--- src/logic/decode_pkg.sv ---
package decode_pkg;

   // opcode and prefix bytes of the supported subset
   parameter logic [7:0] OPC_ADD_AL_IB  = 8'h04;
   parameter logic [7:0] OPC_ADD_EAX_IZ = 8'h05;
   parameter logic [7:0] OPC_GRP1_EB_IB = 8'h80;
   parameter logic [7:0] OPC_GRP1_EV_IZ = 8'h81;
   parameter logic [7:0] OPC_GRP1_EV_IB = 8'h83;
   parameter logic [7:0] OPC_ADD_EV_GV  = 8'h01;
   parameter logic [7:0] OPC_ADD_GV_EV  = 8'h03;
   parameter logic [7:0] OPC_JMP_FAR    = 8'hEA;
   parameter logic [7:0] OPC_NOP        = 8'h90;
   parameter logic [7:0] PFX_OPSIZE     = 8'h66;

   // prefix, opcode, modrm, sib, 4 disp bytes and 6 imm bytes
   parameter int MAX_INST_BYTES = 14;

   // bytes the decoder can look at in one cycle
   parameter int WINDOW_BYTES = 16;

   // one fetch beat
   parameter int FETCH_BYTES = 8;

   // output field widths
   parameter int IMM_W  = 48;
   parameter int DISP_W = 32;

   // displacement bytes followed by immediate bytes
   parameter int FIELD_W = DISP_W + IMM_W;

   // instruction length, saturated window count and field byte count
   parameter int LEN_W  = $clog2(MAX_INST_BYTES + 1);
   parameter int CNT_W  = $clog2(WINDOW_BYTES + 1);
   parameter int FCNT_W = 3;

   // SIZE_48 only shows up on the far pointer
   typedef enum logic [1:0] {
      SIZE_8  = 2'd0,
      SIZE_16 = 2'd1,
      SIZE_32 = 2'd2,
      SIZE_48 = 2'd3
   } op_size_e;

endpackage
--- src/logic/inst_decode_top.sv ---
`timescale 1ns/1ps

module inst_decode_top import decode_pkg::*; #(
   parameter int QUEUE_BYTES = 32
) (
   input  logic                     clk,
   input  logic                     rst_n,
   input  logic                     fetch_valid,
   input  logic [8*FETCH_BYTES-1:0] fetch_bytes,
   output logic                     fetch_ready,
   input  logic                     out_ready,
   output logic                     out_valid,
   output logic [7:0]               out_opcode,
   output logic [7:0]               out_modrm,
   output logic                     out_has_modrm,
   output logic                     out_illegal,
   output logic [LEN_W-1:0]         out_length,
   output op_size_e                 out_size,
   output logic [IMM_W-1:0]         out_imm,
   output logic [DISP_W-1:0]        out_disp
);

   logic [8*WINDOW_BYTES-1:0] head_window;
   logic [CNT_W-1:0]          head_count;
   logic                      pop;
   logic [LEN_W-1:0]          pop_len;
   logic                      dec_valid;
   logic                      dec_ready;
   logic [7:0]                dec_opcode;
   logic [7:0]                dec_modrm;
   logic                      dec_has_modrm;
   logic                      dec_illegal;
   logic [LEN_W-1:0]          dec_length;
   op_size_e                  dec_size;
   logic [FCNT_W-1:0]         dec_disp_bytes;
   logic [FCNT_W-1:0]         dec_imm_bytes;
   logic [FIELD_W-1:0]        dec_field_bytes;

   inst_byte_queue #(
      .QUEUE_BYTES (QUEUE_BYTES)
   ) u_queue (
      .clk         (clk),
      .rst_n       (rst_n),
      .fetch_valid (fetch_valid),
      .fetch_bytes (fetch_bytes),
      .fetch_ready (fetch_ready),
      .head_window (head_window),
      .head_count  (head_count),
      .pop         (pop),
      .pop_len     (pop_len)
   );

   // combinational, pops on the separator handshake
   length_decode u_length (
      .head_window     (head_window),
      .head_count      (head_count),
      .dec_ready       (dec_ready),
      .pop             (pop),
      .pop_len         (pop_len),
      .dec_valid       (dec_valid),
      .dec_opcode      (dec_opcode),
      .dec_modrm       (dec_modrm),
      .dec_has_modrm   (dec_has_modrm),
      .dec_illegal     (dec_illegal),
      .dec_length      (dec_length),
      .dec_size        (dec_size),
      .dec_disp_bytes  (dec_disp_bytes),
      .dec_imm_bytes   (dec_imm_bytes),
      .dec_field_bytes (dec_field_bytes)
   );

   imm_disp_separate u_separate (
      .clk             (clk),
      .rst_n           (rst_n),
      .dec_valid       (dec_valid),
      .dec_opcode      (dec_opcode),
      .dec_modrm       (dec_modrm),
      .dec_has_modrm   (dec_has_modrm),
      .dec_illegal     (dec_illegal),
      .dec_length      (dec_length),
      .dec_size        (dec_size),
      .dec_disp_bytes  (dec_disp_bytes),
      .dec_imm_bytes   (dec_imm_bytes),
      .dec_field_bytes (dec_field_bytes),
      .out_ready       (out_ready),
      .dec_ready       (dec_ready),
      .out_valid       (out_valid),
      .out_opcode      (out_opcode),
      .out_modrm       (out_modrm),
      .out_has_modrm   (out_has_modrm),
      .out_illegal     (out_illegal),
      .out_length      (out_length),
      .out_size        (out_size),
      .out_imm         (out_imm),
      .out_disp        (out_disp)
   );

endmodule

--- src/logic/imm_disp_separate.sv ---
`timescale 1ns/1ps

module imm_disp_separate import decode_pkg::*; (
   input  logic                clk,
   input  logic                rst_n,
   input  logic                dec_valid,
   input  logic [7:0]          dec_opcode,
   input  logic [7:0]          dec_modrm,
   input  logic                dec_has_modrm,
   input  logic                dec_illegal,
   input  logic [LEN_W-1:0]    dec_length,
   input  op_size_e            dec_size,
   input  logic [FCNT_W-1:0]   dec_disp_bytes,
   input  logic [FCNT_W-1:0]   dec_imm_bytes,
   input  logic [FIELD_W-1:0]  dec_field_bytes,
   input  logic                out_ready,
   output logic                dec_ready,
   output logic                out_valid,
   output logic [7:0]          out_opcode,
   output logic [7:0]          out_modrm,
   output logic                out_has_modrm,
   output logic                out_illegal,
   output logic [LEN_W-1:0]    out_length,
   output op_size_e            out_size,
   output logic [IMM_W-1:0]    out_imm,
   output logic [DISP_W-1:0]   out_disp
);

   logic              load;
   logic [IMM_W-1:0]  imm_raw;
   logic [IMM_W-1:0]  imm_mask;
   logic [IMM_W-1:0]  imm_ext;
   logic [DISP_W-1:0] disp_raw;
   logic [DISP_W-1:0] disp_mask;
   logic [DISP_W-1:0] disp_ext;

   // register empty or draining this cycle
   assign dec_ready = !out_valid || out_ready;
   assign load      = dec_valid && dec_ready;

   // immediate starts right after the displacement bytes
   assign imm_raw  = IMM_W'(dec_field_bytes >> {dec_disp_bytes, 3'b000});
   assign disp_raw = dec_field_bytes[DISP_W-1:0];

   // keep only the bytes that belong to each field
   assign imm_mask  = ~({IMM_W{1'b1}} << {dec_imm_bytes, 3'b000});
   assign disp_mask = ~({DISP_W{1'b1}} << {dec_disp_bytes, 3'b000});

   // disp8 always extends to the full displacement width
   assign disp_ext = (dec_disp_bytes == FCNT_W'(1)) ? {{(DISP_W-8){disp_raw[7]}}, 8'h00} : '0;

   // imm8 extends to the operand size, byte operands stay zero-extended
   always_comb begin
      imm_ext = '0;
      if (dec_imm_bytes == FCNT_W'(1)) begin
         case (dec_size)
            SIZE_16: imm_ext = {{(IMM_W-16){1'b0}}, {8{imm_raw[7]}}, 8'h00};
            SIZE_32: imm_ext = {{(IMM_W-32){1'b0}}, {24{imm_raw[7]}}, 8'h00};
            default: imm_ext = '0;
         endcase
      end
   end

   always_ff @(posedge clk) begin
      if (!rst_n) begin
         out_valid <= 1'b0;
      end else if (load) begin
         out_valid <= 1'b1;
      end else if (out_ready) begin
         out_valid <= 1'b0;
      end
   end

   // payload only changes on a transfer, so it holds under back-pressure
   always_ff @(posedge clk) begin
      if (load) begin
         out_opcode    <= dec_opcode;
         out_modrm     <= dec_modrm;
         out_has_modrm <= dec_has_modrm;
         out_illegal   <= dec_illegal;
         out_length    <= dec_length;
         out_size      <= dec_size;
         out_imm       <= (imm_raw & imm_mask) | imm_ext;
         out_disp      <= (disp_raw & disp_mask) | disp_ext;
      end
   end

endmodule

--- src/logic/length_decode.sv ---
`timescale 1ns/1ps

module length_decode import decode_pkg::*; (
   input  logic [8*WINDOW_BYTES-1:0] head_window,
   input  logic [CNT_W-1:0]          head_count,
   input  logic                      dec_ready,
   output logic                      pop,
   output logic [LEN_W-1:0]          pop_len,
   output logic                      dec_valid,
   output logic [7:0]                dec_opcode,
   output logic [7:0]                dec_modrm,
   output logic                      dec_has_modrm,
   output logic                      dec_illegal,
   output logic [LEN_W-1:0]          dec_length,
   output op_size_e                  dec_size,
   output logic [FCNT_W-1:0]         dec_disp_bytes,
   output logic [FCNT_W-1:0]         dec_imm_bytes,
   output logic [FIELD_W-1:0]        dec_field_bytes
);

   typedef enum logic [1:0] {
      IMM_NONE,
      IMM_B,
      IMM_Z,
      IMM_FAR
   } imm_class_e;

   logic              has_pfx;
   logic [7:0]        opc;
   logic [7:0]        modrm;
   logic [7:0]        sib;
   logic [1:0]        mode;
   logic [2:0]        rm;
   logic              use_modrm;
   logic              byte_op;
   logic              illegal;
   logic              has_sib;
   imm_class_e        imm_class;
   logic [FCNT_W-1:0] disp_bytes;
   logic [FCNT_W-1:0] imm_bytes;
   logic [2:0]        field_ofs;
   logic [LEN_W-1:0]  length;
   logic [LEN_W-1:0]  need_bytes;
   op_size_e          size;

   // at most one prefix, so everything after it shifts by one byte
   assign has_pfx = head_window[7:0] == PFX_OPSIZE;
   assign opc     = has_pfx ? head_window[15:8]  : head_window[7:0];
   assign modrm   = has_pfx ? head_window[23:16] : head_window[15:8];
   assign sib     = has_pfx ? head_window[31:24] : head_window[23:16];

   assign mode = modrm[7:6];
   assign rm   = modrm[2:0];

   // opcode class lookup
   always_comb begin
      use_modrm = 1'b0;
      byte_op   = 1'b0;
      illegal   = 1'b0;
      imm_class = IMM_NONE;
      case (opc)
         OPC_ADD_AL_IB: begin
            byte_op   = 1'b1;
            imm_class = IMM_B;
         end
         OPC_GRP1_EB_IB: begin
            use_modrm = 1'b1;
            byte_op   = 1'b1;
            imm_class = IMM_B;
         end
         OPC_ADD_EAX_IZ: imm_class = IMM_Z;
         OPC_GRP1_EV_IZ: begin
            use_modrm = 1'b1;
            imm_class = IMM_Z;
         end
         OPC_GRP1_EV_IB: begin
            use_modrm = 1'b1;
            imm_class = IMM_B;
         end
         OPC_ADD_EV_GV, OPC_ADD_GV_EV: use_modrm = 1'b1;
         OPC_JMP_FAR: imm_class = IMM_FAR;
         OPC_NOP: illegal = 1'b0;
         default: illegal = 1'b1;
      endcase
   end

   // sib only with a memory operand and rm 100
   assign has_sib = use_modrm && (mode != 2'b11) && (rm == 3'b100);

   always_comb begin
      disp_bytes = '0;
      if (use_modrm) begin
         case (mode)
            2'b01: disp_bytes = FCNT_W'(1);
            2'b10: disp_bytes = FCNT_W'(4);
            2'b00: begin
               // disp32 with no base register
               if (rm == 3'b101 || (has_sib && sib[2:0] == 3'b101)) begin
                  disp_bytes = FCNT_W'(4);
               end
            end
            default: disp_bytes = '0;
         endcase
      end
   end

   always_comb begin
      case (imm_class)
         IMM_B:   imm_bytes = FCNT_W'(1);
         IMM_Z:   imm_bytes = has_pfx ? FCNT_W'(2) : FCNT_W'(4);
         IMM_FAR: imm_bytes = has_pfx ? FCNT_W'(4) : FCNT_W'(6);
         default: imm_bytes = '0;
      endcase
   end

   // illegal opcodes keep the prefix-based size
   always_comb begin
      if (byte_op) begin
         size = SIZE_8;
      end else if (imm_class == IMM_FAR) begin
         size = has_pfx ? SIZE_32 : SIZE_48;
      end else begin
         size = has_pfx ? SIZE_16 : SIZE_32;
      end
   end

   // first displacement byte sits right after opcode, modrm and sib
   assign field_ofs = 3'(has_pfx) + 3'd1 + 3'(use_modrm) + 3'(has_sib);

   assign length = illegal ? LEN_W'(1)
                           : LEN_W'(field_ofs) + LEN_W'(disp_bytes) + LEN_W'(imm_bytes);

   // an illegal opcode behind a prefix still needs its opcode byte present
   assign need_bytes = illegal ? LEN_W'(field_ofs) : length;

   assign dec_valid = CNT_W'(need_bytes) <= head_count;
   assign pop       = dec_valid && dec_ready;
   assign pop_len   = length;

   assign dec_opcode      = opc;
   assign dec_modrm       = use_modrm ? modrm : 8'h00;
   assign dec_has_modrm   = use_modrm;
   assign dec_illegal     = illegal;
   assign dec_length      = length;
   assign dec_size        = size;
   assign dec_disp_bytes  = disp_bytes;
   assign dec_imm_bytes   = imm_bytes;
   // bytes beyond disp plus imm are masked off by the separator
   assign dec_field_bytes = FIELD_W'(head_window >> {field_ofs, 3'b000});

endmodule

--- src/logic/inst_byte_queue.sv ---
`timescale 1ns/1ps

module inst_byte_queue import decode_pkg::*; #(
   parameter int QUEUE_BYTES = 32
) (
   input  logic                      clk,
   input  logic                      rst_n,
   input  logic                      fetch_valid,
   input  logic [8*FETCH_BYTES-1:0]  fetch_bytes,
   output logic                      fetch_ready,
   output logic [8*WINDOW_BYTES-1:0] head_window,
   output logic [CNT_W-1:0]          head_count,
   input  logic                      pop,
   input  logic [LEN_W-1:0]          pop_len
);

   localparam int PTR_W = $clog2(QUEUE_BYTES);
   localparam int OCC_W = $clog2(QUEUE_BYTES + 1);

   logic [7:0]       mem [QUEUE_BYTES];
   logic [PTR_W-1:0] rd_ptr;
   logic [PTR_W-1:0] wr_ptr;
   logic [OCC_W-1:0] occ;
   logic             push;
   logic [OCC_W-1:0] add_cnt;
   logic [OCC_W-1:0] sub_cnt;

   // room for a whole beat
   assign fetch_ready = occ <= OCC_W'(QUEUE_BYTES - FETCH_BYTES);
   assign push        = fetch_valid && fetch_ready;

   assign add_cnt = push ? OCC_W'(FETCH_BYTES) : '0;
   assign sub_cnt = pop ? OCC_W'(pop_len) : '0;

   // byte 0 of the beat lands at the write pointer
   always_ff @(posedge clk) begin
      if (push) begin
         for (int i = 0; i < FETCH_BYTES; i++) begin
            mem[wr_ptr + PTR_W'(i)] <= fetch_bytes[8*i +: 8];
         end
      end
   end

   // pointers wrap on their own since the depth is a power of two
   always_ff @(posedge clk) begin
      if (!rst_n) begin
         rd_ptr <= '0;
         wr_ptr <= '0;
         occ    <= '0;
      end else begin
         if (push) begin
            wr_ptr <= wr_ptr + PTR_W'(FETCH_BYTES);
         end
         if (pop) begin
            rd_ptr <= rd_ptr + PTR_W'(pop_len);
         end
         // push and pop may land on the same edge
         occ <= occ + add_cnt - sub_cnt;
      end
   end

   // rotated read, bytes at or past head_count are stale
   always_comb begin
      for (int i = 0; i < WINDOW_BYTES; i++) begin
         head_window[8*i +: 8] = mem[rd_ptr + PTR_W'(i)];
      end
   end

   // decoder only needs to know whether the window is full
   assign head_count = (occ > OCC_W'(WINDOW_BYTES)) ? CNT_W'(WINDOW_BYTES) : CNT_W'(occ);

endmodule

--- config.mk ---
export PLATFORM = sky130hd
export DESIGN_NAME = inst_decode_top
export DESIGN_NICKNAME = d
export VERILOG_FILES = /design/src/logic/decode_pkg.sv /design/src/logic/inst_decode_top.sv /design/src/logic/imm_disp_separate.sv /design/src/logic/length_decode.sv /design/src/logic/inst_byte_queue.sv
export SDC_FILE = /design/constraint.sdc
export NUM_CORES = 1
export LEC_CHECK = 0
export BUFFER_PORTS_ARGS = -buffer_cell sky130_fd_sc_hd__buf_4
export CORE_ASPECT_RATIO = 1.75
export CORE_MARGIN = 2
export CORE_UTILIZATION = 40
export CTS_CLUSTER_DIAMETER = 200
export DETAILED_ROUTE_END_ITERATION = 10
export PLACE_DENSITY = 0.56
export REMOVE_ABC_BUFFERS = 1
export SLEW_MARGIN = 20
export SYNTH_ARGS = -nofsm -noshare
export SYNTH_HDL_FRONTEND = slang
export SYNTH_SLANG_ARGS = --single-unit
--- constraint.sdc ---
create_clock -name clk -period 23.7 [get_ports clk]
set_clock_uncertainty 0.1 [all_clocks]
set_input_delay 5.925 -clock clk [delete_from_list [all_inputs] [get_ports clk]]
set_output_delay 5.925 -clock clk [all_outputs]
set_load 0.005 [all_outputs]
==> summary.md <==
| Metric | Value |
|---|---|
| Outcome | `complete, no violations` |
| Starting DRT DRC Count | `around 3400` |
| Share of layout cells above drive strength 1 | `between 30% and 40%` |
| Max stage delay on crit path | `~0.98 ns` |
| Place WS | `around 11 ns` |
| Final min period | `approximately 13 ns` |
| Final hold violation count | `0` |
| Slowest cell on the critical path | `ha_4` |
| FF/Latch Area | `11200 um^2` |
| Worst endpoint data arrival time | `between 10 and 15 ns` |
| Vias in the first global route | `~28000` |
| Post-route cell area | `approximately 38000 um^2` |
| Total power | `0.00571 W` |
| DR DRC count | `0` |
| Worst-Margin Slew | `roughly 1.2 ns` |
| # hold bufs at CTS | `0` |
| Syn Inst Count | `approximately 2900` |
| Overflow after GRT | `0` |
| DIE AREA | `approximately 88000 um^2` |
| CP required | `between 20 and 25 ns` |
| WL/cell | `roughly 34 um` |
| Most used cell, CP | `ha_1` |
| Share of the synthesized area in the top cell type | `a little under a third` |
| Max Cap Viol | `0` |
| Nets@finish | `~3100` |
| P&R area growth vs syn | `10.0%` |
| Total global-route track usage | `30.6%` |
| Max clock buf depth | `3` |
| IO buf count | `173` |
| Netlist cell types | `approximately 100` |
| CTS root buf | `clkbuf_16` |
| Die H | `391 um` |
| Slew headroom | `a little under a fifth` |
| Final Core Density | `44.5%` |
| TritonCTS clock tree | `built` |
| Worst-path clk slew | `0.06 ns` |
| Yosys reg bits | `379` |
| Largest net degree at the start of global routing | `~150` |
| Post_cts resized | `0` |
| Num CTS Buffers | `37` |
| Pwr dens | `between 150 and 200 nW/um^2` |
| Fin. max-slew vios | `0` |
| DR vias/cell | `~7.0` |
| CP endpoint kind | `flip-flop` |
| Setup WS post-layout | `around 11 ns` |
| Synth warn | `0` |
| Setup violators final | `0` |
| Post CTS Setup Buffer Count | `0` |
| Post-synth EDFFs | `360` |
| Final WL | `136 mm` |
| Most numerous cell in the Yosys netlist | `edfxtp_1` |
| Initial Utilization | `40.5%` |
| # rows | `141` |
| Filler cells | `slightly below 8000` |
| Core box area | `approximately 85000 um^2` |
| Skew-Pair Late Insertion Delay | `just under 0.6 ns` |
| Synth area leaders | `edfxtp_1 (32%), mux4_2 (23%), mux2i_1 (9.8%)` |
| ANT cells | `0` |
| TritonRoute pass-1 iters | `6` |
| Share of synthesized registers carrying an async set or reset | `0%` |
| RSZ-0062 raised after global routing | `no` |
| Worst setup SP type | `flip-flop` |
| Multi-input gate area | `around 22000 um^2` |
| Crit-path max FO | `approximately 140` |
| Max VDD drop | `0.0786 mV` |
| Placed Area | `between 30000 and 40000 um^2` |
| LEAKAGE | `13.3 nW` |
| Vias | `28300` |
| Synth cell count leaders | `edfxtp_1 (360), mux4_2 (348), mux2i_1 (336), nand2_1 (227), nor2_1 (167)` |
| Sink Count | `379` |
| Fmax | `just under 80 MHz` |
| IO Pins | `roughly 170` |
| Post-Synthesis Mean Instance Area | `between 10 and 15 um^2` |
| Final HPWL DP | `between 100 and 150 mm` |
| Delay-heaviest family, CP | `adder cells` |
| Ys flop type | `edfxtp_1` |
| Final period util | `between 50% and 60%` |
| RD Place Congestion | `~1.0` |
| Area leader, netlist | `edfxtp_1` |
| Critical path class | `flip-flop to flip-flop` |
| Post-Synthesis Cell Area | `around 34000 um^2` |
| Register area share after synthesis | `between 30% and 40%` |
| Die Span X | `about 230 um` |
| First-pass GRT wire length | `between 150 and 200 mm` |
| HP Class | `flip-flop to flip-flop` |
| CP bufs+invs | `6` |
| Routed Antenna Nets | `0` |
| WHS | `~0.48 ns` |
| Initial antenna violation count | `0` |
| H-tree levels | `2` |
==> registers in the layout (all words and copies together) (netlist names), named ones only <==
register and count:
u_separate.out_imm 48, u_separate.out_length 4, u_separate.out_valid 1, u_queue.mem 256, u_separate.out_disp 32, u_queue.rd_ptr 5
u_separate.out_size 2, u_separate.out_illegal 1, u_separate.out_opcode 8, u_separate.out_modrm 8, u_separate.out_has_modrm 1, u_queue.wr_ptr 2
u_queue.occ 6
==> cell usage in the layout, fill, tap and decap left out, types with 12 or more instances in the layout <==
cell type and count:
edfxtp_1 360, o21a_1 14, buf_4 243, nor4_1 18, o22ai_1 36, a31oi_1 26, a22oi_1 43, ha_1 36
o21ai_0 74, nor2_1 166, clkbuf_16 39, a211oi_1 53, xnor2_2 12, o21ai_1 18, nor2b_1 22, and3_1 21
nand2_1 227, mux4_2 348, mux2i_1 336, o211ai_1 32, mux2_2 154, nor3_1 54, a22o_1 16, dfxtp_1 12
a211o_1 23, a21oi_1 102, a221oi_1 30, a221o_1 12, inv_1 57, and2_1 25, nand3_1 83
==> worst register-to-register path, delay by kind of cell (launching register included) <==
family	cells	cell delay, ns
compound gates	9	2.29
xor+xnor	1	0.08
fa+ha+maj	10	4.62
buf+inv	6	2.67
flops	1	0.80
mux	4	1.57
simple gates	5	0.75
==> where the power goes <==
part / switching (W) / leakage [nW] / internal, W
sequential: 0.000136 / 3.59 / 0.000934
combinational: 0.00233 / 9.06 / 0.00168
clock: 0.000272 / 0.622 / 0.000361
==> cell families (layout without fill, tap and decap cells) <==
kind of cell             Yosys count  in the layout  share of synthesized area, %
multiplexers                     846            846                          38.1
adder cells (fa/ha/maj)           46             46                          1.84
AO/OA/AOI/OAI                    587            587                          12.1
XOR/XNOR                          36             36                         0.944
flip-flops                       379            379                          32.7
AND/OR/NAND/NOR                  692            692                          9.56
buffers and inverters            335            382                          4.73
==> path summary, 6_finish.rpt <==
| kind | slack, ns | depth (start not counted) | end | startpoint |
|---|---|---|---|---|
| max | 10.70 | 35 | u_queue.occ[5] | u_queue.rd_ptr[0] |
| min | 0.48 | 2 | u_queue.wr_ptr[4] | u_queue.wr_ptr[4] |
| max reg2reg | 10.70 | 35 | u_queue.occ[5] | u_queue.rd_ptr[0] |
| min reg2reg | 0.48 | 2 | u_queue.wr_ptr[4] | u_queue.wr_ptr[4] |
==> layer usage <==
metal  up-vias  track usage, %  routed length, um
met5         -               0                  0
met4         0            20.0              10500
met3       447            4.76               9730
met2      1618            51.8              66500
met1     14400            35.8              48900
li1      11800               -                  -
==> through the flow <==
| stage | TNS [ns] | instances |
|---|---|---|
| floorplan | -2175.59 | 2655 |
| global placement | 0 | 3972 |
| detailed placement | 0 | 3972 |
| CTS | 0 | 4040 |
| global route | 0 | 4040 |
| finish | 0 | 4040 |
==> layout make-up <==
class	instances	area share, %
inverter	69	0.718
timing repair buffer	245	4.95
clock inverter	24	0.771
tap	1072	3.56
multi-input combinational	2207	57.6
sequential	379	29.8
clock buffer	44	2.64
No activity file was read; power rests on OpenSTA's default activity.
